<file path="config.mk">
export PLATFORM = sky130hd
export DESIGN_NAME = load_align
export DESIGN_NICKNAME = d
export VERILOG_FILES = /design/src/common/bus_pkg.sv /design/src/common/lsu_pkg.sv /design/src/lsu/load_align.sv
export VERILOG_INCLUDE_DIRS = /design/src /design/src/common
export SDC_FILE = /design/constraint.sdc
export NUM_CORES = 1
export LEC_CHECK = 0
export BUFFER_PORTS_ARGS = -buffer_cell sky130_fd_sc_hd__buf_2
export CAP_MARGIN = 20
export CORE_AREA = 8 8 77 72
export DETAILED_ROUTE_END_ITERATION = 16
export DIE_AREA = 0 0 85 80
export PLACE_DENSITY = 0.73
export SETUP_SLACK_MARGIN = 0.02
export SLEW_MARGIN = 20
export SYNTH_ARGS = -nofsm -noshare
export SYNTH_HDL_FRONTEND = slang
export SYNTH_SLANG_ARGS = --single-unit
export TNS_END_PERCENT = 50
</file>
<file path="constraint.sdc">
create_clock -name vclk -period 2.1
set_input_delay 0.315 -clock vclk [all_inputs]
set_output_delay 0.315 -clock vclk [all_outputs]
set_load 0.005 [all_outputs]
</file>
<file path="src/common/lsu_cfg.svh">
/*
 * LSU subsystem configuration
 * Data width, MMIO window, data memory depth and the ID register value
 */
`ifndef LSU_CFG_SVH
`define LSU_CFG_SVH

// Data and address width
`define XLEN            32

// MMIO window, one 4 KiB page
`define MMIO_BASE_ADDR  32'h0000_1000
`define MMIO_BASE_MASK  32'hFFFF_F000

// Data memory depth in words
`define DMEM_WORDS      256

// Value returned by the read-only ID register
`define MMIO_ID         32'h4C53_5501

`endif
</file>
<file path="src/common/bus_pkg.sv">
/*
 * Memory-side bus types
 * Data word, byte strobe and MMIO register index
 */
`default_nettype none

`include "lsu_cfg.svh"

package bus_pkg;

    typedef logic [`XLEN-1:0] word_t;       // Data or address word
    typedef logic [3:0]       strb_t;       // One bit per byte lane

    // MMIO register map, index is addr[4:2]
    typedef enum logic [2:0] {
        scratch0 = 3'd0,                    // Offset 0x00
        scratch1 = 3'd1,                    // Offset 0x04
        scratch2 = 3'd2,                    // Offset 0x08
        scratch3 = 3'd3,                    // Offset 0x0C
        id       = 3'd4                     // Offset 0x10, read only
    } mmio_reg_e;

endpackage

`default_nettype wire

</file>
<file path="src/common/lsu_pkg.sv">
/*
 * Instruction-side LSU types
 * Access width and operation as presented by the pipeline
 */
`default_nettype none

package lsu_pkg;

    // Access width --------------------------
    typedef enum logic [1:0] {
        width_byte = 2'b00,                 // 8-bit access
        width_half = 2'b01,                 // 16-bit, even address
        width_word = 2'b10                  // 32-bit, word aligned
    } lsu_width_e;

    // Operation -----------------------------
    typedef enum logic {
        op_load  = 1'b0,                    // Read from memory or MMIO
        op_store = 1'b1                     // Write to memory or MMIO
    } lsu_op_e;

endpackage

`default_nettype wire

</file>
<file path="src/lsu/load_align.sv">
/*
 * Load data aligner
 * Selects the memory or MMIO word, moves the addressed lanes to bit 0
 * and sign- or zero-extends them
 */
`default_nettype none

`include "lsu_cfg.svh"

module load_align (
    input  wire                 lsu_mmio,       // Take MMIO read word
    input  lsu_pkg::lsu_width_e lsu_width,      // Access width
    input  wire                 lsu_signed,     // Sign extend result
    input  wire [1:0]           addr_lsb,       // Byte offset in word
    input  bus_pkg::word_t      dmem_rdata,     // Registered memory word
    input  bus_pkg::word_t      mmio_rdata,     // Combinational MMIO word
    output bus_pkg::word_t      lsu_rdata       // Aligned load result
);
    import lsu_pkg::*;
    import bus_pkg::*;

    word_t src_word;
    word_t shifted;
    logic  byte_msb;
    logic  half_msb;

    assign src_word = lsu_mmio ? mmio_rdata : dmem_rdata;
    assign shifted  = src_word >> {addr_lsb, 3'b000};   // Addressed lane to bit 0

    assign byte_msb = lsu_signed && shifted[7];
    assign half_msb = lsu_signed && shifted[15];

    always_comb begin
        case (lsu_width)
            width_byte: begin
                lsu_rdata = {{(`XLEN-8){byte_msb}}, shifted[7:0]};
            end
            width_half: begin
                lsu_rdata = {{(`XLEN-16){half_msb}}, shifted[15:0]};
            end
            width_word: begin
                lsu_rdata = src_word;           // Aligned, pass through
            end
            default: begin
                lsu_rdata = '0;
            end
        endcase
    end

endmodule

`default_nettype wire

</file>
==> results.py <==
metrics = {
    "worst_setup_path": {
        "crit_required_ps": 1780,
        "worstPathArrival_ps": 1890,
        "path_max_fanout": 8,
        "path_cells": "buf_8 -> buf_12 -> mux2i_2 -> mux4_2 -> buf_6 -> or2_4 -> o221ai_2 -> buf_2",
        "crit_buf_inv": 4,
        "critPathSlowestCell": "mux4_2",
        "crit_family": "multiplexers",
        "cp-end-kind": "output pin",
        "crit_end": "lsu_rdata[11]",
        "worst-path-stages": 8,
        "cp-start-kind": "input pin",
        "slowest_delay_ps": 510,
        "setup.worst_path.start": "lsu_mmio",
        "critPathKind": "input pin to output pin",
    },
    "floorplan": {
        "ioPinCount": 102,
        "core.rowCount": 23,
        "die_area_um2": 6800,
        "coreArea_um2": 4290,
        "dieWidth_um": 85,
        "fp.dieH_um": 80,
        "initial_core_util_pct": 28.6,
    },
    "placement": {
        "gp_congestion": 0.878,
        "pre_cts_ws_ps": -133,
        "hpwl_um": 4070,
        "portBuffers": 102,
        "dp.cells": 282,
        "post_dp_cell_area_um2": 1850,
    },
    "logic_synthesis": {
        "avgSynthCellArea_um2": 9.51,
        "synth_top_area_share_pct": 43.3,
        "yosysUniqueCellTypes": 23,
        "synth_area_leaders": "mux2i_1, mux4_1, o21ai_2",
        "synth_nets": 199,
        "syn-cell-area_um2": 1230,
        "syn_inst": 129,
        "ys_seq_area_share_pct": 0,
        "synth_top_cell_by_area": "mux2i_1",
        "ys_warn_count": 0,
    },
    "final_layout": {
        "instances_no_fill": 289,
        "seq_cell_count": 0,
        "multiInputGateArea_um2": 1190,
        "n_antenna_cell": 0,
        "ff_latch_area_um2": 0,
        "nNetsFinal": 311,
        "drive_gt1_share_pct": 66.1,
        "fill_cells": 421,
        "n_clock_buffer": 0,
        "area_delta_synth_final_pct": 64.6,
        "final_area_um2": 2020,
    },
    "sta": {
        "final.setup.tns_ps": -1360,
        "setup_ws_ps": -101,
        "rsz0062_at_grt": "true",
        "worstMarginPinSlew_ps": 479,
        "clock.fmax_ghz": 0.454,
        "finalSetupViolations": 23,
        "finalCritPeriodShare_pct": 105,
        "min_period_ps": 2200,
        "slew_headroom_pct": 68.0,
        "slew_violations": 0,
        "finalHoldViolCount": 0,
    },
    "global_routing": {
        "grt_pass1_wl_um": 8120,
        "grt_max_degree": 23,
        "grt-ovfl-total": 0,
        "grt_pass1_vias": 1657,
        "track_usage_pct": 14.2,
        "antenna_found_initial": 0,
    },
    "routing": {
        "drc": 0,
        "final_antenna_net_count": 0,
        "num_vias": 1550,
        "wl_per_cell_um": 17.9,
        "first_pass_iters": 4,
        "wl_um": 5190,
        "first_iter_violations": 61,
        "avgViaCountPerCell": 5.36,
    },
    "job": {
        "drv_cap": 0,
    },
    "status": {
        "violations": "negative setup slack",
        "status": "finished, violations left",
    },
    "power": {
        "peakVddDrop_v": 0.0000918,
        "total_power_mw": 0.488,
        "p_per_area_nw_per_um2": 242,
        "leakagePower_nw": 1.10,
    },
    "clock_network": {
        "cts_hold_buf": 0,
    },
    "hold_path": {
        "hold_class": "input pin to output pin",
    },
}
-- metrics by stage --
stage / hold slack, ps / util (%)
2_1_floorplan: 799 / -
3_3_place_gp: 975 / 43.1
3_5_place_dp: 993 / 43.1
4_1_cts: 995 / 46.9
5_1_grt: 1020 / 47.1
6_report: 987 / 47.1
-- cell usage after synthesis --
| library cell | number |
|---|---|
| nor3b_1 | 1 |
| o221ai_1 | 8 |
| mux4_1 | 6 |
| and3b_1 | 2 |
| or2_2 | 2 |
| o22a_2 | 1 |
| buf_4 | 1 |
| buf_12 | 2 |
| buf_1 | 1 |
| a222oi_1 | 1 |
| mux4_2 | 2 |
| clkbuf_1 | 7 |
| buf_2 | 2 |
| mux2_4 | 1 |
| mux2i_1 | 53 |
| o21ai_2 | 10 |
| o22ai_1 | 8 |
| o21ai_0 | 6 |
| mux2_2 | 2 |
| clkbuf_2 | 1 |
| buf_6 | 2 |
| nand2b_1 | 3 |
| nor2_1 | 7 |
-- cell usage in the layout, fill, tap and decap left out, types with 5 or more instances in the layout --
master / synthesis / routed
o221ai_2: 0 / 8
o21ai_2: 10 / 13
nor2_1: 7 / 7
buf_2: 2 / 101
mux2i_1: 53 / 51
mux4_1: 6 / 5
buf_4: 1 / 17
o22ai_1: 8 / 8
-- layer usage --
metal | track usage [%] | up-vias | part of all wire, %
met1 | 17.0 | 730 | 40
met4 | 1.07 | 0 | 0.29
met3 | 2.47 | 2 | 7.3
met2 | 26.5 | 70 | 53
li1 | - | 748 | -
met5 | 0 | - | 0
-- cell families (layout without fill, tap and decap cells) --
kind of cell | count (synthesis) | after routing | share of synthesized area, %
compound gates | 34 | 34 | 21.0
buf+inv | 16 | 126 | 9.39
mux | 64 | 64 | 62.9
simple gates | 15 | 15 | 6.74
-- tightest hold or removal path, stage by stage --
cell     delay [ps]
buf_2            80
mux2i_1          70
o21ai_2         100
buf_2           100
-- timing repair --
action                                  CTS  global route
hold endpoints to repair                  0             0
endpoints found under the setup margin   25            27
gates resized for setup                  26             3
gates cloned                              1             0
pin swaps                                 3             2
setup buffers                             5             1
-- area by class of cell --
class              count  area share (%)
multi-input cells    113            58.8
well taps             50            3.10
repair buffers       126            38.1
-- report_power, final --
group	switching, mW	internal, mW	total, mW
logic	0.224	0.264	0.488
registers	0	0	0
clock network	0	0	0
-- worst min path at each step --
stage	start	to	slack, ps	depth (start not counted)
detailed placement	dmem_rdata[27]	lsu_rdata[27]	990	4
global placement	dmem_rdata[27]	lsu_rdata[27]	980	4
finish	dmem_rdata[26]	lsu_rdata[26]	990	4
global route	dmem_rdata[25]	lsu_rdata[25]	1020	4
floorplan	dmem_rdata[24]	lsu_rdata[24]	800	2
CTS	dmem_rdata[26]	lsu_rdata[26]	990	4
No activity file was read; power rests on OpenSTA's default activity.
