`src/common/lsu_cfg.svh`:
```
/*
 * LSU subsystem configuration
 * Data width, MMIO window, data memory depth and the ID register value
 */
`ifndef LSU_CFG_SVH
`define LSU_CFG_SVH

// Data and address width
`define XLEN            32

// MMIO window, one 4 KiB page
`define MMIO_BASE_ADDR  32'h0000_1000
`define MMIO_BASE_MASK  32'hFFFF_F000

// Data memory depth in words
`define DMEM_WORDS      256

// Value returned by the read-only ID register
`define MMIO_ID         32'h4C53_5501

`endif
```
`src/common/bus_pkg.sv`:
```
/*
 * Memory-side bus types
 * Data word, byte strobe and MMIO register index
 */
`default_nettype none

`include "lsu_cfg.svh"

package bus_pkg;

    typedef logic [`XLEN-1:0] word_t;       // Data or address word
    typedef logic [3:0]       strb_t;       // One bit per byte lane

    // MMIO register map, index is addr[4:2]
    typedef enum logic [2:0] {
        scratch0 = 3'd0,                    // Offset 0x00
        scratch1 = 3'd1,                    // Offset 0x04
        scratch2 = 3'd2,                    // Offset 0x08
        scratch3 = 3'd3,                    // Offset 0x0C
        id       = 3'd4                     // Offset 0x10, read only
    } mmio_reg_e;

endpackage

`default_nettype wire

```
`src/common/lsu_pkg.sv`:
```
/*
 * Instruction-side LSU types
 * Access width and operation as presented by the pipeline
 */
`default_nettype none

package lsu_pkg;

    // Access width --------------------------
    typedef enum logic [1:0] {
        width_byte = 2'b00,                 // 8-bit access
        width_half = 2'b01,                 // 16-bit, even address
        width_word = 2'b10                  // 32-bit, word aligned
    } lsu_width_e;

    // Operation -----------------------------
    typedef enum logic {
        op_load  = 1'b0,                    // Read from memory or MMIO
        op_store = 1'b1                     // Write to memory or MMIO
    } lsu_op_e;

endpackage

`default_nettype wire

```
`src/common/dmem_if.sv`:
```
/*
 * Data memory bus
 * req/gnt request channel and one-cycle-late read response
 */
`default_nettype none

interface dmem_if;
    import bus_pkg::*;

    logic  req;                             // Request, held until gnt
    logic  wen;                             // Write enable
    strb_t strb;                            // Byte lane strobe
    word_t addr;                            // Word aligned address
    word_t wdata;                           // Lane-shifted store data

    logic  gnt;                             // Request accepted this cycle
    logic  rvalid;                          // Read data valid, gnt + 1
    word_t rdata;                           // Read data, held until next read

    // Load/store unit side
    modport lsu (
        output req, wen, strb, addr, wdata,
        input  gnt, rvalid, rdata
    );

    // Memory side
    modport mem (
        input  req, wen, strb, addr, wdata,
        output gnt, rvalid, rdata
    );

endinterface

`default_nettype wire

```
`src/lsu/lsu_core.sv`:
```
/*
 * Load/store unit
 * Checks alignment, routes MMIO accesses, drives the data memory bus
 * with lane-shifted store data and tracks completion until retirement
 */
`default_nettype none

`include "lsu_cfg.svh"

module lsu_core (
    input  wire                 g_clk,          // Global clock
    input  wire                 g_resetn,       // Sync reset, active low

    input  wire                 lsu_valid,      // Instruction present
    input  lsu_pkg::lsu_op_e    lsu_op,         // Load or store
    input  lsu_pkg::lsu_width_e lsu_width,      // Byte, half, word
    input  bus_pkg::word_t      lsu_addr,       // Byte address
    input  bus_pkg::word_t      lsu_wdata,      // Store data, low aligned
    input  wire                 pipe_prog,      // Instruction retires
    input  wire                 hold_lsu_req,   // Stall memory request

    output logic                lsu_ready,      // Instruction complete
    output logic                lsu_a_error,    // Misaligned address
    output logic                lsu_mmio,       // Access hits MMIO window

    output logic                mmio_en,        // One-cycle MMIO strobe
    output logic                mmio_wen,       // MMIO write
    output bus_pkg::word_t      mmio_addr,      // MMIO byte address
    output bus_pkg::word_t      mmio_wdata,     // MMIO write word

    dmem_if.lsu                 dmem            // Data memory bus
);
    import lsu_pkg::*;
    import bus_pkg::*;

    logic  mmio_done;                           // MMIO strobe already sent
    logic  load_pend;                           // Load granted, awaiting rvalid
    logic  finished;                            // Holds ready until pipe_prog
    logic  is_store;
    logic  dmem_gnt_now;                        // Handshake this cycle
    logic  txn_done;                            // Completion event
    strb_t lane_strb;
    word_t lane_data;

    assign is_store = (lsu_op == op_store);

    // Decode ------------------------------
    always_comb begin
        lsu_a_error = 1'b0;
        if (lsu_valid) begin
            if (lsu_width == width_half) begin
                lsu_a_error = lsu_addr[0];      // Half must be even
            end else if (lsu_width == width_word) begin
                lsu_a_error = |lsu_addr[1:0];   // Word on 4-byte boundary
            end
        end
    end

    assign lsu_mmio = lsu_valid &&
                      ((lsu_addr & `MMIO_BASE_MASK) == `MMIO_BASE_ADDR);

    // MMIO side ---------------------------
    assign mmio_en    = lsu_mmio && !mmio_done && !lsu_a_error;
    assign mmio_wen   = is_store;
    assign mmio_addr  = lsu_addr;
    assign mmio_wdata = lsu_wdata;              // Whole words only

    // Store lane placement ----------------
    always_comb begin
        case (lsu_width)
            width_byte: begin
                lane_strb = strb_t'(4'b0001 << lsu_addr[1:0]);
                lane_data = lsu_wdata << {lsu_addr[1:0], 3'b000};
            end
            width_half: begin
                lane_strb = strb_t'(4'b0011 << {lsu_addr[1], 1'b0});
                lane_data = lsu_wdata << {lsu_addr[1], 4'b0000};
            end
            width_word: begin
                lane_strb = 4'b1111;
                lane_data = lsu_wdata;
            end
            default: begin
                lane_strb = 4'b0000;            // Unused encoding, no lanes
                lane_data = '0;
            end
        endcase
    end

    // Memory request ----------------------
    assign dmem.req   = lsu_valid && !finished && !load_pend && !lsu_a_error &&
                        !hold_lsu_req && !lsu_mmio;
    assign dmem.wen   = is_store;
    assign dmem.strb  = lane_strb;
    assign dmem.addr  = {lsu_addr[`XLEN-1:2], 2'b00};
    assign dmem.wdata = lane_data;

    assign dmem_gnt_now = dmem.req && dmem.gnt;

    // Completion --------------------------
    assign txn_done = (dmem_gnt_now && is_store) ||  // Store done at grant
                      (load_pend && dmem.rvalid)  || // Load done at rvalid
                      mmio_en                     ||
                      lsu_a_error;

    assign lsu_ready = txn_done || finished;

    always_ff @(posedge g_clk) begin
        if (!g_resetn) begin
            mmio_done <= 1'b0;
            load_pend <= 1'b0;
            finished  <= 1'b0;
        end else begin
            mmio_done <= (mmio_done || mmio_en) && !pipe_prog;
            load_pend <= (load_pend || (dmem_gnt_now && !is_store)) &&
                         !dmem.rvalid && !pipe_prog;
            finished  <= (finished || txn_done) && !pipe_prog;
        end
    end

endmodule

`default_nettype wire

```
`src/flat_wrapper.sv`:
```
// flat-port wrapper written by rule: the top's interface ports become plain ports
module lsu_core_flat import lsu_pkg::*; import bus_pkg::*;
  (g_clk, g_resetn, lsu_valid, lsu_op, lsu_width, lsu_addr, lsu_wdata, pipe_prog, hold_lsu_req, lsu_ready, lsu_a_error, lsu_mmio, mmio_en, mmio_wen, mmio_addr, mmio_wdata, dmem_req, dmem_wen, dmem_strb, dmem_addr, dmem_wdata, dmem_gnt, dmem_rvalid, dmem_rdata);
  dmem_if dmem_i ();
  input  wire g_clk;
  input  wire g_resetn;
  input  wire lsu_valid;
  input  lsu_pkg::lsu_op_e lsu_op;
  input  lsu_pkg::lsu_width_e lsu_width;
  input  bus_pkg::word_t lsu_addr;
  input  bus_pkg::word_t lsu_wdata;
  input  wire pipe_prog;
  input  wire hold_lsu_req;
  output logic lsu_ready;
  output logic lsu_a_error;
  output logic lsu_mmio;
  output logic mmio_en;
  output logic mmio_wen;
  output bus_pkg::word_t mmio_addr;
  output bus_pkg::word_t mmio_wdata;
  output wire logic [$bits(dmem_i.req)-1:0] dmem_req;
  output wire logic [$bits(dmem_i.wen)-1:0] dmem_wen;
  output wire logic [$bits(dmem_i.strb)-1:0] dmem_strb;
  output wire logic [$bits(dmem_i.addr)-1:0] dmem_addr;
  output wire logic [$bits(dmem_i.wdata)-1:0] dmem_wdata;
  input wire logic [$bits(dmem_i.gnt)-1:0] dmem_gnt;
  input wire logic [$bits(dmem_i.rvalid)-1:0] dmem_rvalid;
  input wire logic [$bits(dmem_i.rdata)-1:0] dmem_rdata;
  assign dmem_req = dmem_i.req;
  assign dmem_wen = dmem_i.wen;
  assign dmem_strb = dmem_i.strb;
  assign dmem_addr = dmem_i.addr;
  assign dmem_wdata = dmem_i.wdata;
  assign dmem_i.gnt = dmem_gnt;
  assign dmem_i.rvalid = dmem_rvalid;
  assign dmem_i.rdata = dmem_rdata;
  lsu_core u_core (.g_clk(g_clk), .g_resetn(g_resetn), .lsu_valid(lsu_valid), .lsu_op(lsu_op), .lsu_width(lsu_width), .lsu_addr(lsu_addr), .lsu_wdata(lsu_wdata), .pipe_prog(pipe_prog), .hold_lsu_req(hold_lsu_req), .lsu_ready(lsu_ready), .lsu_a_error(lsu_a_error), .lsu_mmio(lsu_mmio), .mmio_en(mmio_en), .mmio_wen(mmio_wen), .mmio_addr(mmio_addr), .mmio_wdata(mmio_wdata), .dmem(dmem_i));
endmodule
```
`config.mk`:
```
export PLATFORM = sky130hd
export DESIGN_NAME = lsu_core_flat
export DESIGN_NICKNAME = d
export VERILOG_FILES = /design/src/common/bus_pkg.sv /design/src/common/lsu_pkg.sv /design/src/common/dmem_if.sv /design/src/lsu/lsu_core.sv /design/src/flat_wrapper.sv
export VERILOG_INCLUDE_DIRS = /design/src /design/src/common
export SDC_FILE = /design/constraint.sdc
export NUM_CORES = 1
export LEC_CHECK = 0
export BUFFER_PORTS_ARGS = -buffer_cell sky130_fd_sc_hd__buf_4
export CORE_AREA = 2 2 94 96
export CTS_BUF_LIST = sky130_fd_sc_hd__clkbuf_8
export DETAILED_ROUTE_END_ITERATION = 10
export DIE_AREA = 0 0 96 98
export GPL_TIMING_DRIVEN = 1
export PLACE_DENSITY = 0.56
export SLEW_MARGIN = 0
export SYNTH_ARGS = -nofsm -noshare
export SYNTH_HDL_FRONTEND = slang
export SYNTH_SLANG_ARGS = --single-unit
```
`constraint.sdc`:
```
create_clock -name g_clk -period 2.9 [get_ports g_clk]
set_input_delay 0.58 -clock g_clk [delete_from_list [all_inputs] [get_ports g_clk]]
set_output_delay 0.58 -clock g_clk [all_outputs]
set_load 0.005 [all_outputs]
```
==> run_results.csv, run 1 <==
group,metric,value,unit
global_route,grtUsageTotal,11.9,%
pwr,p_per_area,226,mW/mm²
worst_hold_path,min_path_cells,2,
clocking,cts_tree,"yes",
clocking,clk_pin_slew,0.03,ns
drt,avgRoutedWirePerCell,13.7,µm
placed_design,pre_cts_ws,0.354,ns
setup_path,critPathMaxFanout,4,
global_route,antenna_found_initial,0,
setup_path,slowest_stage,"nor4_1",
drt,drc_errors,0,
clocking,cts_buffer_depth,2,
cells_and_area,layout.cells.non_filler,452,
floorplan,io_pins,245,
synthesis,ys_seq_elements,3,
synthesis,seq_area_frac_synth,3.48,%
timing,rsz0062_at_grt,"false",
global_route,grt_pass1_vias,1831,
setup_path,slowest_delay,0.33,ns
timing,min_period,2.51,ns
drt,routed_wl,6.19,mm
placed_design,dp_hpwl,5.13,mm
synthesis,ys_async_sr_fraction,0,%
drt,drtPass1Iterations,4,
placed_design,numPortBuffers,180,
pwr,leakage,1.31,nW
setup_path,r2r_end,"u_core.finished$_SDFF_PN0_",
clocking,post-cts-setup-buffers,0,
setup_path,path_buf_inv,2,
timing,period_share,86.6,%
timing,setup_tns,0,ns
drt,drt-initial-drc-count,65,
worst_hold_path,hp-start,"u_core.mmio_done$_SDFF_PN0_",
setup_path,cp.required,2.32,ns
synthesis,syn-cell-area,0.00173,mm²
floorplan,die_y,98,µm
worst_hold_path,hold_class,"reg2reg",
setup_path,end_kind,"output port",
setup_path,path_delay_family,"simple AND/OR/NAND/NOR gates",
setup_path,reg2reg_depth,4,
synthesis,yosysWarnings,0,
global_route,grt_pass1_wl,8.98,mm
timing,hold_viol,0,
global_route,overflow,0,
clocking,cts_buffers,3,
timing,worst_clock_skew,0.00395,ns
floorplan,die_w,96,µm
run,drv_cap,0,
synthesis,synth_ff_type,"dfxtp_1",
timing,setup_viol,0,
setup_path,path_cells,"buf_4, nor4_1, nand4_1, nor2_1, or4_4, nand3_1, buf_4",
placed_design,routabilityCongestion,0.733,
setup_path,cp_common_cell,"buf_4",
cells_and_area,areaGrowthSynthToFinish,46.8,%
cells_and_area,nets,451,
timing,fmax,398,MHz
synthesis,postSynthAreaPerCell,6.67,µm²
setup_path,rr_startpoint,"u_core.load_pend$_SDFF_PN0_",
setup_path,r2r_slack,1.73,ns
setup_path,cp-start-kind,"input port",
global_route,grt_max_degree,17,
setup_path,crit_type,"in2out",
floorplan,initial_core_util,20.4,%
drt,vias_per_cell,4.43,
synthesis,synth_edf_count,0,
synthesis,ys_types,38,
placed_design,placed_cells,448,
clocking,htree_levels,1,
floorplan,die-area,0.00941,mm²
cells_and_area,fill_cells,925,
drt,ant_nets,0,
pwr,ir_worst_vdd,0.173,mV
synthesis,syn_inst,259,
pwr,fin_total_pwr,573,µW
clocking,clock_sinks,3,
run_status,status,"completed",
floorplan,core_area,0.00847,mm²
cells_and_area,final-seq-area,60.1,µm²
clocking,post_cts_resize_count,0,
timing,slew_viol_final,0,
clocking,clock-root-buffer,"clkbuf_8",
cells_and_area,layout-drive-gt1-share,59.0,%
clocking,ctsHoldBuffers,0,
worst_hold_path,holdPathEnd,"u_core.mmio_done$_SDFF_PN0_",
timing,fin_ws,0.388,ns
cells_and_area,antenna_cells,0,
setup_path,crit_arrival,1.93,ns
floorplan,num_rows,34,
drt,vias,2003,
cells_and_area,multi_input_area,813,µm²
clocking,clock_latency,0.22,ns
==> placed cells by master, fill, tap and decap left out <==
| cell | count |
|---|---|
| nor2b_1 | 1 |
| o32ai_1 | 8 |
| clkbuf_8 | 3 |
| nand4_1 | 1 |
| nor4b_1 | 2 |
| mux2i_1 | 1 |
| or3_1 | 1 |
| clkinv_1 | 1 |
| a211oi_1 | 1 |
| a31oi_2 | 1 |
| nor4_1 | 5 |
| nand2_2 | 1 |
| conb_1 | 2 |
| a221o_1 | 8 |
| a21oi_1 | 36 |
| nand2b_1 | 3 |
| nand3_1 | 1 |
| inv_2 | 1 |
| or4_4 | 1 |
| dfxtp_1 | 3 |
| and2_0 | 1 |
| nor3_2 | 1 |
| nand3b_1 | 2 |
| o22ai_1 | 1 |
| and2_1 | 8 |
| buf_4 | 192 |
| a22o_1 | 9 |
| nor3_1 | 1 |
| o21ai_1 | 1 |
| nand2_1 | 18 |
| nor2_1 | 15 |
| inv_1 | 10 |
| a21oi_2 | 2 |
| o21ai_0 | 1 |
| nand2b_4 | 1 |
==> final cells by class <==
cell class              count  share of cell area, %
well taps                 108                   5.33
flip-flops and latches      3                   2.37
clock inverters             1                  0.148
multi-input cells         134                   32.1
clock buffers               3                   1.63
repair buffers            192                   56.8
inverters                  11                   1.63
==> metrics by stage <==
stage          area (µm²)  hold slack, ns  utilization, %
2_1_floorplan        1730           0.452               -
3_3_place_gp         2490           0.469            29.4
3_5_place_dp         2490           0.486            29.4
4_1_cts              2540           0.494            30.0
5_1_grt              2540           0.539            30.0
6_report             2540           0.496            30.0
==> logic make-up (layout without fill, tap and decap cells) <==
| kind of cell | after synthesis | count (layout) | synth area share (%) |
|---|---|---|---|
| other | 1 | 2 | 0.217 |
| DFF | 3 | 3 | 3.48 |
| AOI/OAI and AO/OA | 68 | 68 | 26.8 |
| and+or+nand+nor | 63 | 63 | 19.3 |
| muxes | 1 | 1 | 0.579 |
| buffers and inverters | 123 | 207 | 49.7 |
==> metal layers <==
layer	vias to the layer above	global-route usage, %	routed length, µm
met2	113	22.6	3170
li1	964	-	-
met3	17	1.08	501
met5	-	0	0
met1	909	13.7	2390
met4	0	3.19	123
==> registers in the layout (all words and copies together) (netlist names) <==
name	cells
u_core.finished	1
u_core.load_pend	1
u_core.mmio_done	1
==> worst register-to-register path: cells and delay by family, from the launching register on <==
| kind | cells | cell delay (ns) |
|---|---|---|
| AND/OR/NAND/NOR | 3 | 0.66 |
| flip-flops | 1 | 0.31 |
| AO/OA/AOI/OAI | 1 | 0.13 |
==> worst max path at each step <==
stage / start / endpoint / slack (ns) / depth (start not counted)
4_1_cts: lsu_addr[24] / lsu_ready / 0.35 / 7
3_5_place_dp: lsu_addr[24] / lsu_ready / 0.35 / 7
2_1_floorplan: lsu_width[1] / dmem_wdata[26] / 0.63 / 8
6_report: lsu_addr[24] / lsu_ready / 0.39 / 7
3_3_place_gp: lsu_addr[24] / lsu_ready / 0.36 / 7
5_1_grt: lsu_addr[23] / lsu_ready / 0.24 / 7
==> synthesized netlist by cell type (all sizes together), types with 2 or more instances <==
cell type / number / area share, %
a21oi: 38 / 11
a221o: 8 / 4.6
a22o: 9 / 4.6
and2: 9 / 3.3
buf: 109 / 47
clkbuf: 3 / 0.65
dfxtp: 3 / 3.5
inv: 10 / 2.2
nand2: 19 / 4.3
nand2b: 4 / 1.9
nand3b: 2 / 0.87
nor2: 15 / 3.3
nor3: 2 / 0.87
nor4: 5 / 1.8
nor4b: 2 / 1.0
o21ai: 2 / 0.58
o32ai: 8 / 4.1
==> power by group <==
group	switching [mW]	internal, mW	leakage, nW
Combinational	0.173	0.237	1.26
Sequential	0.000469	0.0422	0.0242
Clock	0.0299	0.0903	0.0269
Total	0.204	0.369	1.31
Power figures use the tool's default switching activity.
==> run 2: changes to the inputs <==
- clock period: 2.9 -> 2.5 ns (I/O delays scaled with it)
==> run 2 against run 1 <==
Via count is 0.25% higher. Sequential share of layout area hardly changed. Routed wire length is 1.2% lower. Sequential power is 16% higher. Largest cell class unchanged. Largest power group unchanged. Final cell count is 0.22% higher. Worst setup slack worse by 0.25 ns. Critical endpoint unchanged. Die area stayed put. Flip-flop and latch count stayed put.
==> run_results.csv, run 2 (same netlist as run 1, synthesis figures left out) <==
group,metric,value,unit
cells_and_area,final_cell_area,0.00257,mm²
setup_path,critPathMaxFanout,3,
pwr,p_per_area,257,mW/mm²
cells_and_area,mostFrequentLayoutCells,"buf_4, a21oi_1, nand2_1",
global_route,overflow,0,
cells_and_area,antenna_cells,0,
placed_design,pre_cts_ws,-0.117,ns
run,drv_cap,0,
floorplan,initial_core_util,20.4,%
timing,hold_viol,0,
setup_path,cp_common_cell,"buf_4",
drt,avgRoutedWirePerCell,13.5,µm
placed_design,numPortBuffers,180,
global_route,grt_pass1_wl,8.95,mm
clocking,clock-root-buffer,"clkbuf_8",
floorplan,die-area,0.00941,mm²
timing,setup_viol,0,
placed_design,dpl_cell_area,0.00251,mm²
worst_hold_path,hold_class,"reg2reg",
cells_and_area,areaGrowthSynthToFinish,48.7,%
drt,drtPass1Iterations,5,
setup_path,path_cells,"buf_4, nor4_1, nand4_1, nor2_1, or4_4, nand3_1, buf_4",
drt,ant_nets,0,
drt,vias_per_cell,4.43,
clocking,cts_buffers,3,
pwr,leakage,1.32,nW
drt,drt-initial-drc-count,92,
clocking,clk_pin_slew,0.03,ns
timing,slew_viol_final,0,
cells_and_area,top_regs,"u_core.finished: 1 flops, u_core.load_pend: 1 flops, u_core.mmio_done: 1 flops",
placed_design,placed_cells,449,
timing,setup_tns,0,ns
timing,fin_ws,0.141,ns
clocking,clock_sinks,3,
timing,worst_clock_skew,0.00209,ns
setup_path,crit_type,"in2out",
drt,vias,2008,
cells_and_area,fill_cells,911,
global_route,antenna_found_initial,0,
timing,slew_headroom,52.2,%
setup_path,end_kind,"output port",
clocking,clock_latency,0.21,ns
cells_and_area,final_common_cell,"buf_4",
cells_and_area,nets,452,
timing,period_share,94.4,%
cells_and_area,layout.cells.non_filler,453,
floorplan,die_w,96,µm
global_route,grt_max_degree,26,
timing,min_period,2.36,ns
setup_path,slowest_stage,"nor4_1",
global_route,grt_pass1_vias,1810,
setup_path,cp-start-kind,"input port",
timing,fmax,424,MHz
timing,worst_pin_slew,0.715,ns
global_route,grtUsageTotal,11.9,%
clocking,htree_levels,1,
timing,whs,0.509,ns
drt,routed_wl,6.11,mm
floorplan,core_area,0.00847,mm²
setup_path,crit_arrival,1.86,ns
clocking,cts_buffer_depth,2,
timing,rsz0062_at_grt,"false",
setup_path,cp.required,2.00,ns
clocking,post-cts-setup-buffers,0,
pwr,ir_worst_vdd,0.151,mV
floorplan,num_rows,34,
placed_design,routabilityCongestion,0.733,
pwr,fin_total_pwr,662,µW
floorplan,die_y,98,µm
drt,drc_errors,0,
placed_design,dp_hpwl,5.09,mm
floorplan,io_pins,245,
cells_and_area,layout-drive-gt1-share,59.1,%
clocking,cts_tree,"yes",
run_status,status,"completed",
setup_path,slowest_delay,0.38,ns
cells_and_area,postLayoutCoreUtil,30.4,%
## run 2: final cells by class
type | count | area [µm²] | share of cell area (%)
clock buffers | 3 | 41.3 | 1.61
clock inverters | 1 | 3.75 | 0.146
inverters | 11 | 41.3 | 1.61
multi-input cells | 134 | 827 | 32.2
flip-flops and latches | 3 | 60.1 | 2.34
well taps | 108 | 135 | 5.26
repair buffers | 193 | 1460 | 56.9
## run 2: worst paths after layout
path                                    start                           to  slack [ns]  cells after the start
hold reg to reg   u_core.mmio_done$_SDFF_PN0_  u_core.mmio_done$_SDFF_PN0_        0.51                      2
setup / recovery                 lsu_addr[24]                    lsu_ready        0.14                      7
setup reg to reg  u_core.load_pend$_SDFF_PN0_   u_core.finished$_SDFF_PN0_        1.30                      4
hold / removal    u_core.mmio_done$_SDFF_PN0_  u_core.mmio_done$_SDFF_PN0_        0.51                      2
## run 2: power by group
group / internal [mW] / switching [mW]
logic: 0.277 / 0.201
clock network: 0.104 / 0.0297
registers: 0.0490 / 0.000623
## run 2: worst max-delay path: cells and delay by family
family	cells	cell delay (ns)
AND/OR/NAND/NOR	5	1.09
buffers and inverters	2	0.28
## run 2: per-layer routing
| metal | vias to the layer above | track usage, % | wire (µm) |
|---|---|---|---|
| met3 | 15 | 0.772 | 503 |
| li1 | 973 | - | - |
| met2 | 117 | 21.7 | 3210 |
| met4 | 0 | 4.07 | 129 |
| met1 | 903 | 14.4 | 2270 |
| met5 | - | 0 | 0 |
## run 2: timing repair
item	in CTS	in global routing
setup endpoints to repair	24	0
hold buffers	0	0
gates resized for setup	2	0
